===== src/hw/led_matrix_pkg.sv =====
`default_nettype none

package led_matrix_pkg;

  localparam int COLOR_W  = 8;
  localparam int ADR_W    = 9;   // wishbone word address, half + row + column
  localparam int PWM_BITS = 8;   // bit planes per row
  localparam int PLANE_W  = $clog2(PWM_BITS);
  localparam int WEIGHT_W = 8;

  // one framebuffer word, blue in the low byte
  typedef struct packed {
    logic [COLOR_W-1:0] r;
    logic [COLOR_W-1:0] g;
    logic [COLOR_W-1:0] b;
  } pixel_t;

  // panel connector signals
  typedef struct packed {
    logic [2:0] rgb0;  // upper half
    logic [2:0] rgb1;  // lower half
    logic       sclk;
    logic       lat;
    logic       oe_n;
  } hub75_t;

  typedef struct packed {
    logic             cyc;
    logic             stb;
    logic             we;
    logic [3:0]       sel;
    logic [ADR_W-1:0] adr;
    logic [31:0]      dat;
  } wb_req_t;

  typedef struct packed {
    logic        ack;
    logic [31:0] dat;
  } wb_rsp_t;

  // enable time of a plane, top plane gets the full 255
  function automatic logic [WEIGHT_W-1:0] bcm_weight(input logic [PLANE_W-1:0] plane);
    logic [WEIGHT_W-1:0] w;
    if (plane == PLANE_W'(PWM_BITS - 1))
      w = '1;
    else
      w = WEIGHT_W'(2 << plane);
    return w;
  endfunction

endpackage

`default_nettype wire

===== src/hw/hub75_scanner.sv =====
`default_nettype none
`timescale 1ns/1ns

module hub75_scanner #(
  parameter int COL_BITS = 5,
  parameter int ROW_BITS = 3
) (
  input  wire                            clk_i,
  input  wire                            rst_i,
  output logic [ROW_BITS+COL_BITS:0]     scan_adr_o,
  input  led_matrix_pkg::pixel_t         scan_pix_i,
  output led_matrix_pkg::hub75_t         hub75_o,
  output logic [ROW_BITS-1:0]            row_o
);

  localparam int PLANE_W  = led_matrix_pkg::PLANE_W;
  localparam int WEIGHT_W = led_matrix_pkg::WEIGHT_W;
  localparam logic [COL_BITS-1:0] LAST_COL = '1;
  localparam logic [PLANE_W-1:0]  TOP_PLANE = PLANE_W'(led_matrix_pkg::PWM_BITS - 1);

  typedef enum logic [2:0] {
    S_FETCH_HI,  // upper address out
    S_FETCH_LO,  // lower address out, upper pixel back
    S_CAPTURE,   // lower pixel back
    S_SHIFT,     // sclk high
    S_LATCH,
    S_ENABLE
  } state_t;

  state_t                state_q;
  state_t                state_d;
  logic [COL_BITS-1:0]   col_q;
  logic [COL_BITS-1:0]   col_d;
  logic [ROW_BITS-1:0]   row_q;
  logic [ROW_BITS-1:0]   row_d;
  logic [PLANE_W-1:0]    plane_q;
  logic [PLANE_W-1:0]    plane_d;
  logic [WEIGHT_W-1:0]   delay_q;
  logic [WEIGHT_W-1:0]   delay_d;
  logic [2:0]            plane_bits;
  logic [2:0]            rgb0_q;
  logic [2:0]            rgb1_q;
  logic                  half_sel;

  // current plane bit of each channel, in r g b order
  function automatic logic [2:0] pick_bits(input led_matrix_pkg::pixel_t pix,
                                           input logic [PLANE_W-1:0] plane);
    logic [2:0] bits;
    bits[2] = pix.r[plane];
    bits[1] = pix.g[plane];
    bits[0] = pix.b[plane];
    return bits;
  endfunction

  assign plane_bits = pick_bits(scan_pix_i, plane_q);

  assign half_sel   = (state_q != S_FETCH_HI);
  assign scan_adr_o = {half_sel, row_q, col_q};

  always_ff @(posedge clk_i or posedge rst_i) begin
    if (rst_i) begin
      state_q <= S_FETCH_HI;
      col_q   <= '0;
      row_q   <= '0;
      plane_q <= TOP_PLANE;
      delay_q <= '0;
    end else begin
      state_q <= state_d;
      col_q   <= col_d;
      row_q   <= row_d;
      plane_q <= plane_d;
      delay_q <= delay_d;
    end
  end

  always_comb begin
    state_d = state_q;
    col_d   = col_q;
    row_d   = row_q;
    plane_d = plane_q;
    delay_d = delay_q;
    case (state_q)
      S_FETCH_HI: begin
        state_d = S_FETCH_LO;
      end
      S_FETCH_LO: begin
        state_d = S_CAPTURE;
      end
      S_CAPTURE: begin
        state_d = S_SHIFT;
      end
      S_SHIFT: begin
        col_d = col_q + 1'b1;  // wraps back to 0 after the last column
        if (col_q == LAST_COL) begin
          state_d = S_LATCH;
        end else begin
          state_d = S_FETCH_HI;
        end
      end
      S_LATCH: begin
        state_d = S_ENABLE;
        delay_d = led_matrix_pkg::bcm_weight(plane_q);
      end
      S_ENABLE: begin
        if (delay_q == '0) begin
          state_d = S_FETCH_HI;
          plane_d = plane_q - 1'b1;
          if (plane_q == '0) begin
            row_d = row_q + 1'b1;  // all planes done for this row
          end
        end else begin
          delay_d = delay_q - 1'b1;
        end
      end
      default: begin
        state_d = S_FETCH_HI;
      end
    endcase
  end

  // colour bits stay put through the sclk cycle
  always_ff @(posedge clk_i) begin
    if (state_q == S_FETCH_LO) begin
      rgb0_q <= plane_bits;
    end
    if (state_q == S_CAPTURE) begin
      rgb1_q <= plane_bits;
    end
  end

  assign hub75_o.rgb0 = rgb0_q;
  assign hub75_o.rgb1 = rgb1_q;
  assign hub75_o.sclk = (state_q == S_SHIFT);
  assign hub75_o.lat  = (state_q == S_LATCH);
  assign hub75_o.oe_n = (state_q != S_ENABLE);

  assign row_o = row_q;

endmodule

`default_nettype wire


===== config.mk =====
export PLATFORM = sky130hd
export DESIGN_NAME = hub75_scanner
export DESIGN_NICKNAME = d
export VERILOG_FILES = /design/src/hw/led_matrix_pkg.sv /design/src/hw/hub75_scanner.sv
export SDC_FILE = /design/constraint.sdc
export NUM_CORES = 1
export LEC_CHECK = 0
export ABC_AREA = 1
export BUFFER_PORTS_ARGS = -buffer_cell sky130_fd_sc_hd__buf_2
export CORE_MARGIN = 8
export CORE_UTILIZATION = 55
export DETAILED_ROUTE_END_ITERATION = 7
export MAX_ROUTING_LAYER = met4
export PLACE_DENSITY = 0.81
export SLEW_MARGIN = 20
export SYNTH_ARGS = -nofsm -noshare
export SYNTH_HDL_FRONTEND = slang
export SYNTH_SLANG_ARGS = --single-unit

===== constraint.sdc =====
create_clock -name clk_i -period 2.7 [get_ports clk_i]
set_input_delay 0.81 -clock clk_i [delete_from_list [all_inputs] [get_ports clk_i]]
set_output_delay 0.81 -clock clk_i [all_outputs]
set_load 0.01 [all_outputs]

---- Word-level counts from Yosys, hierarchy flattened ----
Index checks and enable logic that the tools add are counted.
cells by class
  reduce and logical (&&, ||, !) cells .... 8
  mux-type cells .......................... 12
  bitwise operators ....................... 0
  shifts and indexed selects .............. 1
  eq/ne operators ......................... 10
  magnitude comparators ................... 1
  div/mod/pow operators ................... 0
  add/subtract/negate cells ............... 4
  $mul .................................... 0
operators with widths
  kind                                                                           count
  3-bit one-hot mux with 6 select lines                                          1
  8-bit two-way mux                                                              2
  8-bit one-hot mux with 2 select lines                                          1
  1-bit binary-select mux with 3-bit select                                      3
  3-bit equality test (second input constant)                                    3
  8-bit logical NOT                                                              1
  2-bit by 3-bit left shift with 8-bit output (first input constant)             1
  8-bit by 1-bit subtractor with 8-bit output (second input constant)            1
  3-bit by 2-bit equality test with 1-bit output (second input constant)         2
  3-bit logical NOT                                                              2
  3-bit two-way mux                                                              2
  5-bit by 1-bit adder with 5-bit output (second input constant)                 1
  5-bit equality test (second input constant)                                    1
  3-bit by 4-bit less-than comparator with 1-bit output (second input constant)  1
  2-bit inequality test (second input constant)                                  2
  2-bit AND reduction                                                            2
  3-bit by 1-bit adder with 3-bit output (second input constant)                 1
  3-bit by 1-bit equality test with 1-bit output (second input constant)         1
  1-bit two-way mux                                                              3
  3-bit inequality test (second input constant)                                  1
  3-bit AND reduction                                                            1
  3-bit nonzero test                                                             1
  3-bit by 1-bit subtractor with 3-bit output (second input constant)            1
  2-bit nonzero test                                                             1
storage, ports and cells
  bits in registers ....................... 28
  memories ................................ 0
  input port bits ......................... 26
  RAM bits ................................ 0
  latch bits .............................. 0
  output and inout bits ................... 21
  memory bits (read-only) ................. 0

---- Longest topological paths before layout ----
  depth in word-level cells ............... 3
  mapped depth ............................ 9

---- Worst setup path before layout ----
No wires, ideal clock.
  path type ............................... reg2out
  from .................................... reg state_q[0]
  to ...................................... out hub75_o[1] (netlist name)
  setup slack ............................. 1014 ps
  arrival ................................. 876 ps
  stages on the path, launching flop included .. 4
  data required time ...................... 1890 ps
  cells stage by stage .................... dfrtp_1 > nor2_1 > inv_1 > nor2_1
RTL lines
  what                    line                 text
  from (decl)             hub75_scanner.sv:30  state_t state_q;
  from (signal assigned)  hub75_scanner.sv:68  state_q <= state_d;
  to (decl)               hub75_scanner.sv:12  output led_matrix_pkg::hub75_t hub75_o,

==> flow_metrics.py <==
metrics = {
    "status": {
        "status": "complete, no violations",
    },
    "cts": {
        "ctsHoldBuffers": 0,
        "cts_clk_pin_slew_worst_paths_ps": 140,
        "cts.sink_count": 28,
        "cts_resized": 0,
        "cts.repair_timing.setup_buffer_count": 0,
        "tritoncts": "done",
        "number_of_buffers_added_by_the_clock_tree_synthesis_step": 3,
        "clk_root_buffer_cell": "clkbuf_4",
        "htree_num_levels": 1,
        "clock_network_latency_to_the_later_pin_of_the_worst_skew_pair_ps": 320,
        "clock_tree.buffer_depth": 2,
    },
    "layout": {
        "instances_no_fill": 312,
        "fillerInstances": 278,
        "post_route_cells_drive_above_1_share": 0.2351,
        "insertedDiodeCount": 0,
        "finalNetCount": 305,
        "area_growth_syn_to_layout_pct": 14.25,
        "final_util": 0.6618,
    },
    "routing": {
        "number_of_remaining_drc_errors": 0,
        "firstDrtPassIters": 4,
        "postRouteWirelength_um": 3798,
        "viasPerCell": 5.061,
        "dr.first_iter.drc_count": 98,
        "wire_per_inst_um": 12.17,
        "via_count": 1579,
        "detail-route-antenna-nets": 0,
    },
    "worst_setup_path": {
        "worst-r2r-setup-slack_ps": 840,
        "crit_type": "reg -> out",
        "path_max_fanout": 8,
        "cp_top_family": "flip-flops",
        "regToRegEndpoint": "delay_q[1]$_DFFE_PP0P_",
        "r2r_cells": 8,
        "timing.critical_path.to_type": "primary output",
        "cp.depth": 3,
        "timing.critical_path.cells": "inv_1 > nor3_4 > buf_2",
        "critical_path_arrival_ps": 1420,
        "crit_path_end": "hub75_o[2]",
        "worst_r2r_startpoint": "plane_q[0]$_DFFE_PP1P_",
        "required_ps": 1890,
        "cp-startpoint": "state_q[0]$_DFFE_PP0P_",
        "worst_path_max_delay_cell": "dfrtp_1",
        "cp_slowest_stage_delay_ps": 450,
        "worstSetupStartpointType": "flip-flop",
        "path_buf_inv": 2,
    },
    "timing": {
        "fin_tns_setup_ps": 0,
        "timing.final.setup_violations": 0,
        "timing.final.crit_period_ps": 2226,
        "tightest_slew_ps": 835.0,
        "final.period_utilization": 0.8245,
        "max_clock_freq_mhz": 449.2,
        "timing.slew.headroom": 0.4427,
        "fin_skew_ps": 1.536,
        "report.final.slew_viol_count": 0,
        "number_of_hold_violations_in_the_final_report": 0,
        "postLayoutSetupSlackWorst_ps": 474.0,
        "unrepaired_setup_endpoints_after_global_routing": "no",
    },
    "hold_path": {
        "min-delay-path-class": "reg -> reg",
        "hold_path_startpoint": "col_q[3]$_DFFE_PP0P_",
    },
    "grt": {
        "pin_count_of_the_biggest_net_entering_global_routing": 23,
        "gr-max-usage-layer": "met2",
        "grt_antenna_before_repair": 0,
        "grt_use_met3": 0.01648,
        "grt_first_pass_wirelength_um": 6196,
        "met1_usage": 0.1796,
        "overflow": 0,
        "grt_pass1_vias": 1504,
        "grt_use_total": 0.1480,
        "grt_met2_usage": 0.2515,
    },
    "die": {
        "initial_core_utilization": 0.5793,
        "pin_count": 47,
        "floorplan.die.width_um": 72.94,
        "die_h_um": 72.94,
        "fp.coreArea_mm2": 0.003078,
        "die_outline_area_mm2": 0.005320,
        "placement_rows": 20,
    },
    "pwr": {
        "pwr_density_cell_mw_per_mm2": 313.7,
        "leakage_power_summed_over_all_cells_nw": 1.096,
        "vdd.ir_drop.worst_mv": 0.1839,
        "design_power_total_mw": 0.6389,
    },
    "placed_design": {
        "total_of_buffers_placed_on_input_and_output_ports": 46,
        "placedCellCount": 308,
        "dp_hpwl_um": 2993,
        "preCtsSetupSlack_ps": 847.4,
        "gpl.final_weighted_congestion": 0.8893,
    },
    "yosys": {
        "synth.distinct_cells": 30,
        "synth_area_leader_cell": "dfrtp_1",
        "flip_flop_and_latch_count_after_synthesis": 28,
        "synth_top_area_share": 0.2667,
        "yosys-top-cells-area": "dfrtp_1, nand2_1, edfxtp_1",
        "synthesis.area_mm2": 0.001783,
        "yosysWarnings": 0,
        "async_reset_ff_frac": 0.7857,
        "synthesized_area_per_cell_um2": 7.889,
        "netlist_instances": 226,
        "commonest_cells_in_the_netlist": "nand2_1, nor2_1, inv_1, o21ai_0, dfrtp_1",
        "mappedNetlistNets": 262,
        "synth_edf_count": 6,
        "postSynth.topFlopCell": "dfrtp_1",
        "synth-seq-area-share": 0.4119,
        "yosys.cell_count.top_type": "nand2_1",
    },
    "run": {
        "drv.max_cap_violation_count": 0,
    },
}
-- cells by family (layout without fill, tap and decap cells) --
| family | Yosys count | count (layout) | share of synthesized area |
|---|---|---|---|
| fa+ha+maj | 10 | 10 | 0.07018 |
| flops | 28 | 28 | 0.4119 |
| xor+xnor | 8 | 8 | 0.03930 |
| simple gates | 113 | 113 | 0.2821 |
| compound gates | 36 | 36 | 0.1158 |
| buf+inv | 31 | 73 | 0.08070 |
-- worst min-delay path by stage --
stage / end / depth (start not counted)
4_1_cts: col_q[3]$_DFFE_PP0P_ / 1
3_3_place_gp: col_q[3]$_DFFE_PP0P_ / 1
6_report: col_q[3]$_DFFE_PP0P_ / 1
3_5_place_dp: col_q[3]$_DFFE_PP0P_ / 1
2_1_floorplan: delay_q[0]$_DFFE_PP0P_ / 2
5_1_grt: col_q[3]$_DFFE_PP0P_ / 1
-- through the flow --
step                      hold slack [ps]  cell area (µm²)
after floorplan                     465.3             1783
after global routing                540.8             2037
after global placement              483.6             2011
after CTS                           511.1             2037
after detailed placement            490.9             2011
final                               511.6             2037
-- flip-flops by register name, indices dropped and copies added (netlist names) --
name	cells
rgb0_q	3
rgb1_q	3
delay_q	8
plane_q	3
col_q	5
row_o	3
state_q	3
-- power breakdown --
part           total, mW  switching [mW]  internal (mW)
clock              0.176           0.118         0.0579
combinational     0.0307          0.0149         0.0158
sequential         0.432               0          0.432
-- routing by layer --
metal  wire [µm]  vias up
met3         111        4
met4          31        0
met5           0        -
met2        1914       37
li1            -      815
met1        1740      723
-- cell type report --
class	instances	area, µm²	area share
clock buffers	4	26.28	0.01290
inverters	23	86.33	0.04238
multi-input cells	167	904.6	0.4441
flip-flops and latches	28	734.5	0.3606
well taps	44	55.05	0.02703
repair buffers	46	230.2	0.1130
-- layout by cell type (no fill, tap or decap), drive strengths merged, types with 6 or more instances in the layout --
cell / n
buf: 46
edfxtp: 6
inv: 23
nand3: 11
o22ai: 6
ha: 10
o21ai: 23
nor2: 27
nand2: 69
dfrtp: 19
Note: power is estimated with default switching activity, not from simulation.
